--- src/logic/mips_pkg.sv ---
package mips_pkg;

    localparam int data_width      = 32;
    localparam int reg_addr_width  = 5;
    localparam int imem_addr_width = 6;
    localparam int dmem_addr_width = 6;

    // opcodes
    localparam logic [5:0] op_rtype = 6'h00;
    localparam logic [5:0] op_j     = 6'h02;
    localparam logic [5:0] op_beq   = 6'h04;
    localparam logic [5:0] op_bne   = 6'h05;
    localparam logic [5:0] op_addi  = 6'h08;
    localparam logic [5:0] op_lw    = 6'h23;
    localparam logic [5:0] op_sw    = 6'h2b;

    // r-type function codes
    localparam logic [5:0] fn_add = 6'h20;
    localparam logic [5:0] fn_sub = 6'h22;
    localparam logic [5:0] fn_and = 6'h24;
    localparam logic [5:0] fn_or  = 6'h25;
    localparam logic [5:0] fn_slt = 6'h2a;

    localparam logic [2:0] alu_add = 3'd0;
    localparam logic [2:0] alu_sub = 3'd1;
    localparam logic [2:0] alu_and = 3'd2;
    localparam logic [2:0] alu_or  = 3'd3;
    localparam logic [2:0] alu_slt = 3'd4;

    // forwarding source into execute
    localparam logic [1:0] fwd_none = 2'd0;
    localparam logic [1:0] fwd_mem  = 2'd1;
    localparam logic [1:0] fwd_wb   = 2'd2;

    typedef struct packed {
        logic [5:0]                opcode;
        logic [reg_addr_width-1:0] rs;
        logic [reg_addr_width-1:0] rt;
        logic [reg_addr_width-1:0] rd;
        logic [4:0]                shamt;
        logic [5:0]                funct;
    } r_fields_t;

    typedef struct packed {
        logic [5:0]                opcode;
        logic [reg_addr_width-1:0] rs;
        logic [reg_addr_width-1:0] rt;
        logic [15:0]               imm;
    } i_fields_t;

    // j target is rs, rt and imm of the i view taken together
    typedef union packed {
        r_fields_t r;
        i_fields_t i;
    } instr_t;

endpackage

--- src/logic/execute_stage.sv ---
`timescale 1ns/1ps

module execute_stage
    import mips_pkg::*;
(
    input  logic                      clk,
    input  logic                      rst_n,
    input  logic [2:0]                ex_alu_op,
    input  logic                      ex_reg_write,
    input  logic                      ex_mem_read,
    input  logic                      ex_mem_write,
    input  logic [data_width-1:0]     ex_operand_a,
    input  logic [data_width-1:0]     ex_operand_b,
    input  logic [data_width-1:0]     ex_store_data,
    input  logic [reg_addr_width-1:0] ex_dest,
    input  logic [1:0]                fwd_a_sel,
    input  logic [1:0]                fwd_b_sel,
    input  logic [data_width-1:0]     wb_data,
    output logic [data_width-1:0]     mem_alu_result,
    output logic [data_width-1:0]     mem_store_data,
    output logic [reg_addr_width-1:0] mem_dest,
    output logic                      mem_reg_write,
    output logic                      mem_mem_read,
    output logic                      mem_mem_write
);

    logic [data_width-1:0] op_a;
    logic [data_width-1:0] rt_val;
    logic [data_width-1:0] op_b;
    logic [data_width-1:0] result;

    function automatic logic [data_width-1:0] fwd_pick(
        input logic [1:0]            sel,
        input logic [data_width-1:0] reg_val,
        input logic [data_width-1:0] mem_val,
        input logic [data_width-1:0] wb_val
    );
        case (sel)
            fwd_mem: return mem_val;
            fwd_wb:  return wb_val;
            default: return reg_val;
        endcase
    endfunction

    assign op_a   = fwd_pick(fwd_a_sel, ex_operand_a, mem_alu_result, wb_data);
    assign rt_val = fwd_pick(fwd_b_sel, ex_store_data, mem_alu_result, wb_data);
    // sw keeps its immediate as operand b, rt only feeds store data
    assign op_b   = (fwd_b_sel != fwd_none && !ex_mem_write) ? rt_val : ex_operand_b;

    always_comb begin
        case (ex_alu_op)
            alu_sub: result = op_a - op_b;
            alu_and: result = op_a & op_b;
            alu_or:  result = op_a | op_b;
            alu_slt: result = data_width'($signed(op_a) < $signed(op_b));
            default: result = op_a + op_b;
        endcase
    end

    always_ff @(posedge clk or negedge rst_n) begin
        if (!rst_n) begin
            mem_reg_write <= 1'b0;
            mem_mem_read  <= 1'b0;
            mem_mem_write <= 1'b0;
        end else begin
            mem_reg_write <= ex_reg_write;
            mem_mem_read  <= ex_mem_read;
            mem_mem_write <= ex_mem_write;
        end
    end

    always_ff @(posedge clk) begin
        mem_alu_result <= result;
        mem_store_data <= rt_val;
        mem_dest       <= ex_dest;
    end

endmodule

--- config.mk ---
export PLATFORM = sky130hd
export DESIGN_NAME = execute_stage
export DESIGN_NICKNAME = d
export VERILOG_FILES = /design/src/logic/mips_pkg.sv /design/src/logic/execute_stage.sv
export SDC_FILE = /design/constraint.sdc
export NUM_CORES = 1
export LEC_CHECK = 0
export BUFFER_PORTS_ARGS = -buffer_cell sky130_fd_sc_hd__clkbuf_2
export CORE_UTILIZATION = 40
export CTS_BUF_LIST = sky130_fd_sc_hd__clkbuf_8
export CTS_CLUSTER_SIZE = 20
export DETAILED_ROUTE_END_ITERATION = 8
export PLACE_DENSITY = 0.67
export SYNTH_ARGS = -nofsm -noshare
export SYNTH_HDL_FRONTEND = slang
export SYNTH_SLANG_ARGS = --single-unit
--- constraint.sdc ---
create_clock -name clk -period 2.9 [get_ports clk]
set_input_delay 0.145 -clock clk [delete_from_list [all_inputs] [get_ports clk]]
set_output_delay 0.145 -clock clk [all_outputs]
set_load 0.05 [all_outputs]
==> key figures, run 1 <==
Outcome
  – Run status: complete, but fails checks
  – Failing checks: setup timing

CTS
  – Htree depth: 3
  – CTS tree: done
  – TritonCTS Buffers: 9
  – CTS sink cnt: just over 70
  – Worst-Skew Late Latency: 390 ps
  – Clk buf depth: 2
  – Clock Pin Slew Worst Setup and Hold Paths: 110 ps
  – Clk root buf: clkbuf_8

Setup path
  – Crit start category: flop
  – Worst-path maximum fanout: 5
  – Critical Path End Type: flop
  – CP Class: flop to flop
  – Critical Path RT: 3170 ps
  – CP arrival: 3760 ps

Synthesis
  – Post-synthesis cell count: roughly 1100
  – Ys Warns: 0
  – Avg Inst Size Synth: between 7 and 8 um2
  – Share of the synthesized area in the top cell type: between 15 and 20%
  – Sequential area share after synthesis: a little under a fifth
  – Fraction of registers with async set/reset: approximately 4.2%
  – Synth top area cells: dfxtp_1, ha_1, a21oi_1
  – Syn Nets: approximately 1400
  – EDFF count, synth: 0
  – Post-Synthesis Cell Area: 8044 um2
  – Synth Register Bits: between 70 and 80
  – Main synth FF type: dfxtp_1
  – Distinct cell type count after synthesis: a little under 70
  – Leading area contributor after synthesis: dfxtp_1

Cells and area
  – Most frequent cells in the layout: buf_4, clkbuf_2, inv_1
  – Reg area: approximately 1500 um2
  – Number of diodes: 0
  – Multi-input gate area: 6912 um2
  – Fraction of layout cells with a size suffix above 1: a little under half
  – Design Area, Final: ~13000 um2
  – Fillers: 1580
  – P&R area growth vs syn: 65.17%
  – Final net count: 1851
  – Commonest non-fill, non-tap cell in the layout: buf_4

Timing
  – Setup slack after layout: -589.2 ps
  – Fin crit share: 120.3%
  – Final hold violations: 0
  – Normalized max-slew margin: between 40% and 50%
  – Worst slew pin tran: around 860 ps
  – Final clock skew: roughly 15 ps
  – Slew Viols, Final: 0
  – RSZ-0062 raised after global routing: yes
  – Tmin final: between 3000 and 4000 ps
  – Fmax: ~290 MHz
  – Final setup violation count: 23

Detailed routing
  – Drt total wl: 35.89 mm
  – Routed WL per cell: about 19 um
  – 1st-iter DRT viols: 931
  – DR vias: about 11000
  – Met2 wire length: 16.88 mm
  – Post-route ant nets: 0
  – Metal-1 WL: ~16 mm
  – Vias per inst: roughly 5.7
  – Drc violations: 0
  – DRT Pass-1 Iters: 6
  – Detail Route met3 WL: around 2.3 mm
  – Top layer used by detailed routing: met4

Pwr
  – Total leakage power: 6.367 nW
  – NetSw: approximately 4 mW
  – Switching share of total power: 49.78%
  – Power Density: between 600 and 700 nW/um2
  – Pint: roughly 4.0 mW
  – Clock power share: 10.8%
  – Max IR drop VDD: between 0.0003 and 0.0004 V
  – Combinational share of power: 71.9%
  – Part of the power in registers: around 17%
  – Tot Pwr: 8.027 mW

Floorplanning
  – DIE WIDTH: around 140 um
  – Die H: 143.8 um
  – Starting Density: 41.06%
  – Die ar.: between 20000 and 25000 um2
  – Core area: approximately 20000 um2
  – Ports: roughly 220
  – Row count: approximately 50

Worst hold path
  – Hold WC Path Type: primary input to flop

Global routing
  – Residual overflow from global routing: 0
  – Largest net degree at the start of global routing: 35
  – Vias in the first global route: between 10000 and 15000
  – Initial antenna violation count: 0
  – First-pass GRT wire length: about 52 mm
  – All-Layer GR Usage: about a third

Place
  – Port bufs: roughly 220
  – Post-DP HPWL: 25.99 mm
  – Dpl cell area: about 12000 um2
  – Gp weighted congestion: about 0.99

Job
  – Max_cap viols: 0
[cells by family (layout without fill, tap and decap cells)]
group / count (synthesis) / in the layout / synth area share [%]
flops: 72 / 72 / 18.11
buf+inv: 187 / 693 / 9.099
fa+ha+maj: 103 / 103 / 16.21
simple gates: 274 / 274 / 15.46
mux: 43 / 43 / 5.848
compound gates: 418 / 418 / 34.73
xor+xnor: 5 / 5 / 0.5444
[power by group through the flow]
stage / Clock, mW / Combinational [mW] / Sequential (mW)
after CTS: 0.869 / 5.36 / 1.38
after global routing: 0.904 / 6.12 / 1.41
after floorplan: 0 / 2.05 / 2.20
after detailed placement: 0 / 4.92 / 1.40
after global placement: 0 / 4.90 / 1.40
final: 0.865 / 5.77 / 1.39
[state kept, by name (all words and copies together), names as in the netlist]
signal          flops
mem_dest            5
mem_store_data     32
mem_alu_result     32
mem_mem_read        1
mem_mem_write       1
mem_reg_write       1
[Yosys cell counts, types with 7 or more instances]
library cell and n:
nand2b_1 18, mux2_2 31, nand3_1 12, a221oi_1 15, nand4_1 11, nor2b_1 10
a22oi_1 70, nor2_1 97, o31ai_1 13, inv_1 110, dfxtp_1 69, o22ai_1 28
ha_1 101, o221ai_1 8, clkbuf_1 61, o221a_2 7, buf_2 9, nand2_1 84
a31oi_1 7, mux2i_1 11, nor3_1 18, a21o_1 11, a21oi_1 105, o21bai_1 12
o211ai_1 9, a211oi_1 7, o21ai_0 79, nor4_1 8
[cell type report]
type	instances	share of cell area, %
clock inverter	7	0.4803
timing repair buffer	567	29.80
clock buffer	9	0.9323
multi-input combinational	843	52.02
inverter	110	3.258
sequential	72	11.02
tap	265	2.496
[timing repair]
item                                    CTS  global route
resized for setup                       110            87
hold endpoints to repair                 20             0
endpoints found under the setup margin   25            26
cloned                                    1             2
buffers inserted                         14             7
hold buffers                             18             0
pin swaps                                57            34
[routing by layer]
layer	vias to the layer above	global-route usage, %
li1	4993	-
met1	5014	41.81
met2	505	56.75
met3	90	4.465
met4	0	11.31
met5	-	0
[metrics by stage]
stage | util, % | cells | worst slack (ps) | setup TNS [ps] | hold slack, ps
after floorplan | - | 1102 | -620.1 | -5636 | -150.6
after global placement | 59.79 | 1818 | -1081 | -19470 | -55.61
after detailed placement | 59.79 | 1818 | -1034 | -20010 | -52.49
after CTS | 65.18 | 1865 | -452.6 | -5336 | 0.2922
after global routing | 67.82 | 1873 | -686.2 | -9323 | 18.99
final | 67.82 | 1873 | -589.2 | -7329 | 9.147
[path summary, 6_finish.rpt]
path / from / end / slack [ps] / depth (start not counted)
setup / recovery: mem_alu_result[2]$_DFF_P_ / mem_alu_result[26]$_DFF_P_ / -590 / 14
hold / removal: ex_store_data[5] / mem_store_data[5]$_DFF_P_ / 9 / 3
setup reg to reg: mem_alu_result[2]$_DFF_P_ / mem_alu_result[26]$_DFF_P_ / -590 / 14
hold reg to reg: mem_alu_result[10]$_DFF_P_ / mem_store_data[10]$_DFF_P_ / 570 / 2
max in group asynchronous: rst_n / mem_reg_write$_DFF_PN0_ / 2720 / 2
min in group asynchronous: rst_n / mem_mem_read$_DFF_PN0_ / 70 / 2
[worst max-delay path, stage by stage, from the launching register on]
cell and delay, ps:
dfxtp_1 350, a22oi_1 220, a21oi_2 110, mux2_4 310, ha_4 300, buf_4 150, o21ba_4 170, nor4_4 40
o21ba_4 240, o41ai_4 340, nand2b_1 130, a211o_4 380, a311oi_4 310, o221a_2 230, o22ai_1 80
No activity file was read; power rests on OpenSTA's default activity.
==> inputs of run 2 (changes only) <==
Settings changed: CORE_ASPECT_RATIO from default to 0.7, CTS_BUF_LIST sky130_fd_sc_hd__clkbuf_8 to sky130_fd_sc_hd__clkbuf_2 sky130_fd_sc_hd__clkbuf_4 sky130_fd_sc_hd__clkbuf_8.
==> run 2 against run 1 <==
Compared with the run above: clock power grew 5.3%; clock skew shrank 1.1 ps; global-route usage grew 2.7 points; combinational power grew 4.7%; the run still ends with setup timing left.
==> key figures, run 2 (synthesis gave the netlist of run 1 again) <==
Worst hold path
  – Hold Crit Depth: 3
  – Hold WC Path Type: primary input to flop
  – Hold Path Sink: mem_store_data[28]$_DFF_P_
  – HP Start: ex_store_data[28]

Global routing
  – First-pass GRT wire length: 56.73 mm
  – Initial antenna violation count: 1
  – All-Layer GR Usage: a little over a third
  – Residual overflow from global routing: 0
  – Vias in the first global route: roughly 11000
  – Largest net degree at the start of global routing: 37

Job
  – Max_cap viols: 0

Pwr
  – Power Density: between 600 and 700 nW/um2
  – Total leakage power: 6.668 nW
  – Tot Pwr: 8.360 mW
  – Max IR drop VDD: around 0.00041 V

Outcome
  – Failing checks: setup timing
  – Run status: complete, but fails checks

Cells and area
  – Final net count: 1898
  – Commonest non-fill, non-tap cell in the layout: buf_4
  – Utilization after layout: between 70% and 80%
  – Reg area: about 1500 um2
  – Fraction of layout cells with a size suffix above 1: between 50% and 60%
  – Top Registers: mem_alu_result (32), mem_store_data (32), mem_dest (5)
  – Multi-input gate area: ~7000 um2
  – Most frequent cells in the layout: buf_4, clkbuf_2, inv_1
  – Number of diodes: 0
  – P&R area growth vs syn: 70.60%
  – Fillers: about 1500

Detailed routing
  – Vias per inst: about 5.8
  – Routed WL per cell: a little over 20 um
  – DR vias: between 10000 and 15000
  – Drt total wl: roughly 39 mm
  – Drc violations: 0
  – Post-route ant nets: 0
  – 1st-iter DRT viols: roughly 1100
  – DRT Pass-1 Iters: 5

Setup path
  – Setup slack, reg-to-reg: -430 ps
  – Critical Path End Type: flop
  – CP Class: primary input to flop
  – Reg2Reg Depth: 14
  – Critical Path RT: about 3200 ps
  – Worst reg2reg path startpoint: mem_alu_result[6]$_DFF_P_
  – Crit start category: primary input
  – Critical R2R Capture: mem_alu_result[26]$_DFF_P_
  – Worst-path maximum fanout: 15
  – CP arrival: about 3600 ps

Timing
  – RSZ-0062 raised after global routing: yes
  – Worst slew pin tran: ~920 ps
  – Final clock skew: around 14 ps
  – Tmin final: 3348 ps
  – Final setup violation count: 22
  – Final hold violations: 0
  – Slew Viols, Final: 0
  – Normalized max-slew margin: between 30% and 40%
  – Setup slack after layout: -447.8 ps
  – TNS Setup: -5740 ps
  – Fmax: about 300 MHz
  – Fin crit share: 115.4%

CTS
  – Clk root buf: clkbuf_8
  – CTS sink cnt: just over 70
  – Htree depth: 3
  – CTS tree: done
  – Worst-Skew Late Latency: 390 ps
  – Clock Pin Slew Worst Setup and Hold Paths: around 90 ps
  – TritonCTS Buffers: 9
  – Clk buf depth: 2

Floorplanning
  – DIE WIDTH: around 170 um
  – Starting Density: a little over two fifths
  – Row count: between 40 and 50
  – Die ar.: 20690 um2
  – Core area: 19290 um2
  – Ports: 217
  – Die H: approximately 120 um

Place
  – Post-Place Worst Slack: -1033 ps
  – Gp weighted congestion: between 0.9 and 1
  – Port bufs: 216
  – Post-DP HPWL: between 20 and 30 mm
run 2: layer usage:
| layer | share of wire [%] | global-route usage [%] |
|---|---|---|
| met5 | 0 | 0 |
| met4 | 3.1 | 12.61 |
| met3 | 10 | 8.543 |
| met2 | 42 | 52.94 |
| met1 | 44 | 49.47 |
run 2: timing repair:
action	in CTS	in global routing
pin swaps	67	64
buffers inserted	48	22
endpoints found under the hold margin	12	0
gates resized for setup	121	110
hold buffers	10	0
cloned	1	0
endpoints found under the setup margin	25	27
run 2: through the flow:
stage	hold WS [ps]	area (um2)	cells
6_report	13.16	13720	1919
4_1_cts	0.9186	13100	1904
2_1_floorplan	-150.6	8302	1102
3_5_place_dp	-41.28	11830	1831
3_3_place_gp	-39.11	11830	1831
5_1_grt	8.032	13720	1919
run 2: worst max-delay path by stage:
stage               cells past startpoint                       from                         end  slack (ps)
floorplan                              17               fwd_b_sel[1]  mem_alu_result[28]$_DFF_P_        -620
global placement                       17               fwd_b_sel[1]  mem_alu_result[30]$_DFF_P_       -1030
detailed placement                     17               fwd_b_sel[0]  mem_alu_result[28]$_DFF_P_       -1030
CTS                                    17               fwd_b_sel[1]  mem_alu_result[26]$_DFF_P_        -390
global route                           13  mem_alu_result[4]$_DFF_P_  mem_alu_result[26]$_DFF_P_        -550
finish                                 18               fwd_b_sel[0]  mem_alu_result[26]$_DFF_P_        -450
run 2: final cells by class:
| type | count | share of cell area (%) |
|---|---|---|
| clock inverters | 6 | 0.4923 |
| clock buffers | 10 | 0.9573 |
| multi-input cells | 843 | 50.77 |
| flip-flops and latches | 72 | 10.68 |
| repair buffers | 614 | 31.53 |
| inverters | 110 | 3.173 |
| well taps | 264 | 2.407 |
run 2: worst max-delay path: stages:
cell and delay (ps):
clkbuf_16 130, inv_8 50, ha_2 210, buf_12 170, a22oi_1 130, a21oi_1 250, mux2_4 200, inv_1 50
ha_2 200, nor2b_2 170, or2_4 240, a21o_1 220, o41ai_2 340, nand2b_1 150, a211o_4 380, a311oi_2 260
o221a_2 230, o22ai_1 80
run 2: report_power, final:
part	internal, mW	leakage, nW	switching, mW
logic	2.62	5.95	3.42
registers	1.23	0.617	0.170
clock network	0.413	0.0967	0.498
