[config.mk]
export PLATFORM = sky130hd
export DESIGN_NAME = hazard_unit
export DESIGN_NICKNAME = d
export VERILOG_FILES = /design/src/logic/mips_pkg.sv /design/src/logic/hazard_unit.sv
export SDC_FILE = /design/constraint.sdc
export NUM_CORES = 1
export LEC_CHECK = 0
export ABC_AREA = 1
export BUFFER_PORTS_ARGS = -buffer_cell sky130_fd_sc_hd__buf_4
export CORE_UTILIZATION = 49
export DETAILED_ROUTE_END_ITERATION = 8
export PLACE_DENSITY = 0.91
export RECOVER_POWER = 100
export REMOVE_ABC_BUFFERS = 1
export SLEW_MARGIN = 40
export SYNTH_ARGS = -nofsm -noshare
export SYNTH_HDL_FRONTEND = slang
export SYNTH_SLANG_ARGS = --single-unit
[constraint.sdc]
create_clock -name vclk -period 1.5
set_input_delay 0.075 -clock vclk [all_inputs]
set_output_delay 0.075 -clock vclk [all_outputs]
set_load 0.01 [all_outputs]
[src/logic/mips_pkg.sv]
package mips_pkg;

    localparam int data_width      = 32;
    localparam int reg_addr_width  = 5;
    localparam int imem_addr_width = 6;
    localparam int dmem_addr_width = 6;

    // opcodes
    localparam logic [5:0] op_rtype = 6'h00;
    localparam logic [5:0] op_j     = 6'h02;
    localparam logic [5:0] op_beq   = 6'h04;
    localparam logic [5:0] op_bne   = 6'h05;
    localparam logic [5:0] op_addi  = 6'h08;
    localparam logic [5:0] op_lw    = 6'h23;
    localparam logic [5:0] op_sw    = 6'h2b;

    // r-type function codes
    localparam logic [5:0] fn_add = 6'h20;
    localparam logic [5:0] fn_sub = 6'h22;
    localparam logic [5:0] fn_and = 6'h24;
    localparam logic [5:0] fn_or  = 6'h25;
    localparam logic [5:0] fn_slt = 6'h2a;

    localparam logic [2:0] alu_add = 3'd0;
    localparam logic [2:0] alu_sub = 3'd1;
    localparam logic [2:0] alu_and = 3'd2;
    localparam logic [2:0] alu_or  = 3'd3;
    localparam logic [2:0] alu_slt = 3'd4;

    // forwarding source into execute
    localparam logic [1:0] fwd_none = 2'd0;
    localparam logic [1:0] fwd_mem  = 2'd1;
    localparam logic [1:0] fwd_wb   = 2'd2;

    typedef struct packed {
        logic [5:0]                opcode;
        logic [reg_addr_width-1:0] rs;
        logic [reg_addr_width-1:0] rt;
        logic [reg_addr_width-1:0] rd;
        logic [4:0]                shamt;
        logic [5:0]                funct;
    } r_fields_t;

    typedef struct packed {
        logic [5:0]                opcode;
        logic [reg_addr_width-1:0] rs;
        logic [reg_addr_width-1:0] rt;
        logic [15:0]               imm;
    } i_fields_t;

    // j target is rs, rt and imm of the i view taken together
    typedef union packed {
        r_fields_t r;
        i_fields_t i;
    } instr_t;

endpackage

[src/logic/hazard_unit.sv]
`timescale 1ns/1ps

module hazard_unit
    import mips_pkg::*;
(
    input  logic [reg_addr_width-1:0] id_rs,
    input  logic [reg_addr_width-1:0] id_rt,
    input  logic                      id_is_branch,
    input  logic                      id_uses_rt,
    input  logic [reg_addr_width-1:0] ex_rs,
    input  logic [reg_addr_width-1:0] ex_rt,
    input  logic [reg_addr_width-1:0] ex_dest,
    input  logic                      ex_reg_write,
    input  logic                      ex_mem_read,
    input  logic [reg_addr_width-1:0] mem_dest,
    input  logic                      mem_reg_write,
    input  logic                      mem_mem_read,
    input  logic [reg_addr_width-1:0] wb_idx,
    input  logic                      wb_valid,
    output logic [1:0]                fwd_a_sel,
    output logic [1:0]                fwd_b_sel,
    output logic                      stall,
    output logic                      bubble
);

    logic mem_fwd_ok;
    logic ex_hit;
    logic mem_hit;
    logic load_use;
    logic branch_wait;

    // a load in memory has no result yet
    assign mem_fwd_ok = mem_reg_write && !mem_mem_read && (mem_dest != '0);

    assign fwd_a_sel = (mem_fwd_ok && mem_dest == ex_rs) ? fwd_mem
                     : (wb_valid && ex_rs != '0 && wb_idx == ex_rs) ? fwd_wb : fwd_none;
    assign fwd_b_sel = (mem_fwd_ok && mem_dest == ex_rt) ? fwd_mem
                     : (wb_valid && ex_rt != '0 && wb_idx == ex_rt) ? fwd_wb : fwd_none;

    // decode sources matching a pending destination
    assign ex_hit  = (ex_dest != '0) && (ex_dest == id_rs || (id_uses_rt && ex_dest == id_rt));
    assign mem_hit = (mem_dest != '0) && (mem_dest == id_rs || (id_uses_rt && mem_dest == id_rt));

    assign load_use    = ex_mem_read && ex_hit;
    assign branch_wait = id_is_branch && ((ex_reg_write && ex_hit) ||
                                          (mem_mem_read && mem_reg_write && mem_hit));

    assign stall  = load_use || branch_wait;
    assign bubble = stall;

endmodule

==> metrics.cfg, run 1 <==
[placement]
io_buffers=48
dp_hpwl_um=2180
place.gp.congestion=0.867
dp_slack_ns=0.514

[route]
first_pass_iters=4
wl_um=2460
antenna_left=0
vias=1154
via_per_inst=4.97
drc=0
drt_iter0_drc=32
wl_per_cell_um=10.6

[yosys]
synthesis.area_sq_um=754
yosysSeqAreaShare_pct=0
synth.distinct_cells=15
yosysTopAreaCellShare_pct=39.3
syn-instance-count=172
synthTopCellsByArea=nand2_1 39%, inv_1 13%, nor2_1 11%
syn_area_per_cell_sq_um=4.39
synth_most_common_cell=nand2_1
ys_warn_count=0
synth_area_leader_cell=nand2_1
synth_common_cells=79 x nand2_1, 27 x inv_1, 23 x nor2_1

[sta]
worst_pin_slew_ns=0.271
min_period_ns=1.03
max_slew_margin_pct=81.8
hold_viol_final=0
setup_viol=0
timing.fmax_mhz=968
hold_slack_ns=0.546
tns_ns=0
rsz0062_at_grt=no
fin_crit_sh_pct=68.9
slew_viol_final=0
setup_ws_ns=0.466

[floorplanning]
start_util_pct=55.2
fp-row-count=13
io_pins=48
core_area_sq_mm=0.00137
die_w_um=41.2
die_y_um=41.2
die_area_sq_mm=0.00170

[grt]
antenna_found_initial=0
grt_pass1_wl_um=3420
overflow=0
grt_start_max_net_pins=7
grt_pass1_vias=885
grt_usage_pct=29.4

[cts]
ctsHoldBuffers=0
cts.repair.resized=0
cts_setup_buffers=0

[final_layout]
clock_buffers=0
nNetsFinal=261
final-seq-area_sq_um=0
diodes=0
drive_gt1_share_pct=23.0
syn_to_final_growth_pct=44.6
nFlopsAndLatches=0

[critical_path]
start_kind=input pin
arrival_ns=0.96
crit_fanout=6
required_ns=1.42
endpoint_kind=primary output
path_class=input pin to primary output

[power_and_ir_drop]
ir_drop_v=0.000152
power.leakage_nw=0.707
power_density_mw_per_mm2=264
total_power_w=0.000288

[outcome]
status=finished, final reports clean

[run]
drv_cap=0

[min_path]
worst_hold_path.num_cells=5
worstHoldPathType=input pin to primary output

## path summary, 6_finish.rpt
path / start / endpoint / slack (ns)
max: mem_dest[2] / fwd_b_sel[1] / 0.47
min: mem_mem_read / fwd_b_sel[0] / 0.55
## layout make-up
type               instances  area (sq um)
multi-input cells        137           607
fillers                  125           275
well taps                 15          18.8
inverters                 32           120
repair buffers            48           345
## layer usage
metal / up-vias / global-route usage (%) / routed length [um]
met4: 0 / 3.23 / 0
met3: 0 / 0.543 / 101
met1: 503 / 38.0 / 1080
met5: - / 0 / 0
met2: 46 / 55.1 / 1280
li1: 605 / - / -
## cells by family (layout without fill, tap and decap cells)
logic type / Yosys count / in the layout / synth area share [%]
buffers and inverters: 35 / 80 / 18.2
xor gates and xnor gates: 10 / 10 / 11.6
AOI/OAI and AO/OA: 5 / 5 / 3.81
and+or+nand+nor: 122 / 122 / 66.3
## layout by cell type, fill, tap and decap left out, types with 3 or more instances in the layout
cell,n
buf_4,44
clkbuf_1,4
inv_1,27
inv_2,5
nand2_1,79
nand3_1,11
nand4_1,5
nor2_1,23
nor3_1,3
o22ai_1,3
xnor2_1,8
## per-stage QoR
stage	instance area (sq um)	cells	utilization, %
6_report	1090	232	79.9
3_5_place_dp	1120	232	81.7
3_3_place_gp	1120	232	81.7
2_1_floorplan	737	169	-
4_1_cts	1120	232	81.7
5_1_grt	1090	232	79.9
## where the power goes
part	internal (W)	switching, W
Sequential	0	0
Clock	0	0
Combinational	0.000140	0.000148
Total	0.000140	0.000148
## critical path, cell delays in order
cell      delay [ns]
buf_4           0.14
xnor2_1         0.15
nand3_1         0.12
nor3_1          0.24
nor2_1          0.09
clkbuf_1        0.14
Power figures use the tool's default switching activity.
==> run 2, diff against run 1 <==
CORE_UTILIZATION = 41   (was 49)
PLACE_DENSITY = 0.81   (was 0.91)
clock period = 0.95 ns   (was 1.5 ns; I/O delays follow)
==> run 2 against run 1 <==
Effect of this change:
- largest power group unchanged
- critical endpoint is now stall
- non-clock buffer count unchanged
- setup slack worse by 0.38 ns
- first-iteration DRC count is 9.4% lower
- routed wire length down 2.5%
- total power grew 74%
- cell count is 4.3% higher
- hold slack lost 0.055 ns
- utilization fell by 9.9 points
- sequential cell count is the same
==> metrics.cfg, run 2 (synthesis results as in run 1) <==
[grt]
grt_pass1_vias=947  ; was 885
antenna_found_initial=0  ; unchanged
grt_pass1_wl_um=3650  ; was 3420 um
grt_usage_pct=23.0  ; was 29.4%
overflow=0  ; unchanged
grt_start_max_net_pins=7  ; unchanged

[power_and_ir_drop]
power.leakage_nw=0.728  ; was 0.707 nW
power_density_mw_per_mm2=415  ; was 264 mW/mm^2
ir_drop_v=0.000221  ; was 0.000152 V
total_power_w=0.000501  ; was 0.000288 W

[critical_path]
arrival_ns=0.82  ; was 0.96 ns
path_class=input pin to primary output  ; unchanged
startpoint=id_rt[4]  ; was mem_dest[2]
crit_fanout=3  ; was 6
start_kind=input pin  ; unchanged
endpoint_kind=primary output  ; unchanged
required_ns=0.90  ; was 1.42 ns

[route]
drc=0  ; unchanged
via_per_inst=4.66  ; was 4.97
antenna_left=0  ; unchanged
wl_um=2400  ; was 2460 um
first_pass_iters=4  ; unchanged
wl_per_cell_um=9.90  ; was 10.6 um
vias=1127  ; was 1154
drt_iter0_drc=29  ; was 32

[final_layout]
final_common_cell=nand2_1  ; unchanged
nNetsFinal=261  ; unchanged
clock_buffers=0  ; unchanged
fillers=173  ; was 125
final_cell_mix=70 x nand2_1, 39 x buf_4, 19 x nor2_1, 18 x inv_1  ; was 79 x nand2_1, 44 x buf_4, 27 x inv_1, 23 x nor2_1, 11 x nand3_1
final_cells=242  ; was 232
final-seq-area_sq_um=0  ; unchanged
final_core_util_pct=69.9  ; was 79.9%
diodes=0  ; unchanged
drive_gt1_share_pct=36.4  ; was 23.0%
syn_to_final_growth_pct=60.0  ; was 44.6%
nFlopsAndLatches=0  ; unchanged

[placement]
place.gp.congestion=0.830  ; was 0.867
dp.cells=242  ; was 232
dp_hpwl_um=1950  ; was 2180 um
io_buffers=48  ; unchanged

[outcome]
status=finished, final reports clean  ; unchanged

[floorplanning]
die_y_um=44.9  ; was 41.2 um
die_w_um=44.9  ; was 41.2 um
core_area_sq_mm=0.00173  ; was 0.00137 sq mm
start_util_pct=43.7  ; was 55.2%
io_pins=48  ; unchanged
die_area_sq_mm=0.00202  ; was 0.00170 sq mm
fp-row-count=15  ; was 13

[run]
drv_cap=0  ; unchanged

[sta]
max_slew_margin_pct=88.2  ; was 81.8%
worst_pin_slew_ns=0.176  ; was 0.271 ns
slew_viol_final=0  ; unchanged
min_period_ns=0.867
fin_crit_sh_pct=91.3
setup_viol=0  ; unchanged
hold_viol_final=0  ; unchanged
timing.fmax_mhz=1150

[cts]
ctsHoldBuffers=0  ; unchanged
cts_setup_buffers=0  ; unchanged

[min_path]
worst_hold_path.num_cells=5  ; unchanged
whs_endpoint=fwd_a_sel[0]  ; was fwd_b_sel[0]
hold_start=mem_mem_read  ; unchanged
worstHoldPathType=input pin to primary output  ; unchanged

## run 2: cell count changes in the layout (fill, tap and decap cells not counted), sizes merged
cell    previous run  this run
clkbuf             4         0
buf               44        48
## run 2: worst max-delay path by stage
stage                         endpoint  slack [ns]  cells past startpoint
after floorplan           fwd_a_sel[1]        0.28                      5
after global placement          bubble        0.04                      8
after detailed placement         stall        0.03                      8
after CTS                        stall        0.03                      8
after global routing            bubble       -0.03                     10
final                            stall        0.08                     10
## run 2: per-layer routing
metal	global-route usage, %	part of all wire (%)	vias to the layer above
li1	-	-	606
met1	33.5	46	484
met2	39.7	48	37
met3	1.20	6.5	0
met4	0	0	0
met5	0	0	-
## run 2: worst max-delay path: stages
cell and delay, ns:
buf_4 0.10, inv_2 0.04, nand2_2 0.07, nand2_2 0.06, nor2_2 0.11, nand3_1 0.07
nand2_1 0.07, nand2_1 0.06, nand2_2 0.08, buf_6 0.10
## run 2: area by class of cell
cell class / count / area (sq um) / area share, %
multi-input combinational: 137 / 654 / 54.2
tap: 25 / 31.3 / 2.59
inverter: 32 / 128 / 10.6
timing repair buffer: 48 / 394 / 32.6
## run 2: through the flow
stage,setup TNS (ns),hold slack (ns),cell area [sq um],setup WS (ns)
after floorplan,0,0.256,737,0.280
after global placement,0,0.484,1130,0.0441
after detailed placement,0,0.488,1130,0.0315
after CTS,0,0.489,1130,0.0285
after global routing,-0.0520,0.499,1210,-0.0262
final,0,0.490,1210,0.0826
## run 2: what timing repair did
action	in CTS	in global routing
endpoints found under the hold margin	0	0
gates resized for setup	0	35
setup endpoints to repair	0	3
## run 2: power by group
part	internal [W]	switching [W]	leakage [nW]	total [W]
logic	0.000250	0.000251	0.728	0.000501
clock network	0	0	0	0
registers	0	0	0	0
==> run 3, diff against run 2 <==
MAX_ROUTING_LAYER = met4   (was unset)
==> run 3 against run 2 <==
Effect of this change:
- sequential share of layout area did not move
- fmax decreased by 0.62%
- combinational power barely moved
- non-clock buffer count did not move
- via count up 0.18%
- total power about the same
- utilization did not move
- design area unchanged
- critical endpoint unchanged
==> metrics.cfg, run 3 (synthesis results as in run 1) <==
[outcome]
status=finished, final reports clean  ; unchanged

[route]
wl_um=2390  ; was 2400 um
first_pass_iters=4  ; unchanged
wl_per_cell_um=9.87  ; was 9.90 um
drc=0  ; unchanged
antenna_left=0  ; unchanged
drt_iter0_drc=25  ; was 29
via_per_inst=4.67  ; was 4.66
vias=1129  ; was 1127

[power_and_ir_drop]
p_seq_share_pct=0  ; about the same
power.leakage_nw=0.728  ; unchanged
ir_drop_v=0.000221  ; about the same
p_sw_share_pct=50.2  ; about the same
power_density_mw_per_mm2=415  ; about the same
p_int_w=0.000250  ; about the same
pwr-share-comb_pct=100.0  ; about the same
switchingPower_w=0.000251  ; about the same
clockPowerShare_pct=0  ; about the same

[final_layout]
multi_input_area_sq_um=654  ; unchanged
diodes=0  ; unchanged
nNetsFinal=261  ; unchanged
final_common_cell=nand2_1  ; unchanged
fillers=173  ; unchanged
final-seq-area_sq_um=0  ; unchanged
final_cell_mix=70 x nand2_1, 39 x buf_4, 19 x nor2_1, 18 x inv_1  ; unchanged
syn_to_final_growth_pct=60.0  ; unchanged
nFlopsAndLatches=0  ; unchanged
drive_gt1_share_pct=36.4  ; unchanged
final_cells=242  ; unchanged
clock_buffers=0  ; unchanged

[critical_path]
required_ns=0.90  ; about the same
critical-path-slowest-cell=nor2_2  ; unchanged
crit_top_cell=nand2_2  ; unchanged
endpoint_kind=primary output  ; unchanged
crit_fanout=3  ; unchanged
path_class=input pin to primary output  ; unchanged
arrival_ns=0.83  ; was 0.82 ns
max_stage_delay_ns=0.11  ; about the same
crit_chain=buf_4 > inv_2 > nand2_2 > nand2_2 > nor2_2 > nand3_1 > nand2_1 > nand2_1 > nand2_2 > buf_6  ; unchanged
start_kind=input pin  ; unchanged

[sta]
slew_viol_final=0  ; unchanged
fin_crit_sh_pct=91.9  ; was 91.3%
setup_viol=0  ; unchanged
min_period_ns=0.873  ; was 0.867 ns
max_slew_margin_pct=88.1  ; was 88.2%
hold_viol_final=0  ; unchanged
hold_slack_ns=0.490  ; about the same
worst_pin_slew_ns=0.177  ; was 0.176 ns
timing.fmax_mhz=1150  ; about the same
setup_ws_ns=0.0772  ; was 0.0826 ns

[placement]
dp.cells=242  ; unchanged
io_buffers=48  ; unchanged
place.gp.congestion=0.842  ; was 0.830
dp_slack_ns=0.0315  ; unchanged
dp_hpwl_um=1950  ; unchanged

[min_path]
worstHoldPathType=input pin to primary output  ; unchanged
worst_hold_path.num_cells=5  ; unchanged

[cts]
cts.repair.resized=0  ; unchanged
cts_setup_buffers=0  ; unchanged
ctsHoldBuffers=0  ; unchanged

[floorplanning]
die_w_um=44.9  ; unchanged
die_area_sq_mm=0.00202  ; unchanged
start_util_pct=43.7  ; unchanged
core_area_sq_mm=0.00173  ; unchanged
io_pins=48  ; unchanged
fp-row-count=15  ; unchanged
die_y_um=44.9  ; unchanged

[grt]
overflow=0  ; unchanged
grt_start_max_net_pins=7  ; unchanged
grt_pass1_wl_um=3640  ; was 3650 um
grt_pass1_vias=947  ; unchanged
antenna_found_initial=0  ; unchanged
grt_usage_pct=23.7  ; was 23.0%

[run]
drv_cap=0  ; unchanged

run 3: cell counts in the layout (fill, tap and decap cells not counted):
Identical to the previous run, type by type.
run 3: final cells by class:
| type | instances | share of cell area (%) |
|---|---|---|
| multi-input cells | 137 | 54.2 |
| repair buffers | 48 | 32.6 |
| inverters | 32 | 10.6 |
| well taps | 25 | 2.59 |
run 3: power by group through the flow:
stage / logic (W) / clock network [W] / registers, W
final: 0.000501 / 0 / 0
after global routing: 0.000558 / 0 / 0
after CTS: 0.000452 / 0 / 0
after detailed placement: 0.000450 / 0 / 0
after global placement: 0.000444 / 0 / 0
after floorplan: 0.000217 / 0 / 0
run 3: worst max-delay path: cells and delay by family:
family	cells	cell delay, ns
AND/OR/NAND/NOR	7	0.53
buffers and inverters	3	0.24
run 3: path summary, 6_finish.rpt:
path,from,end
worst max-delay path,id_rt[4],stall
worst min-delay path,mem_mem_read,fwd_a_sel[0]
run 3: per-layer routing:
metal,track usage [%],wire [um],vias up
met3,1.20,141,2
met2,39.7,1120,37
met1,33.5,1110,484
met5,-,0,-
li1,-,-,606
met4,0,16,0
run 3: stage by stage:
| step | power (W) | setup TNS, ns | area [sq um] | utilization, % |
|---|---|---|---|---|
| final | 0.000501 | 0 | 1210 | 69.9 |
| after detailed placement | 0.000450 | 0 | 1130 | 65.4 |
| after floorplan | 0.000217 | 0 | 737 | - |
| after CTS | 0.000452 | 0 | 1130 | 65.4 |
| after global routing | 0.000558 | -0.0566 | 1210 | 69.9 |
| after global placement | 0.000444 | 0 | 1130 | 65.4 |
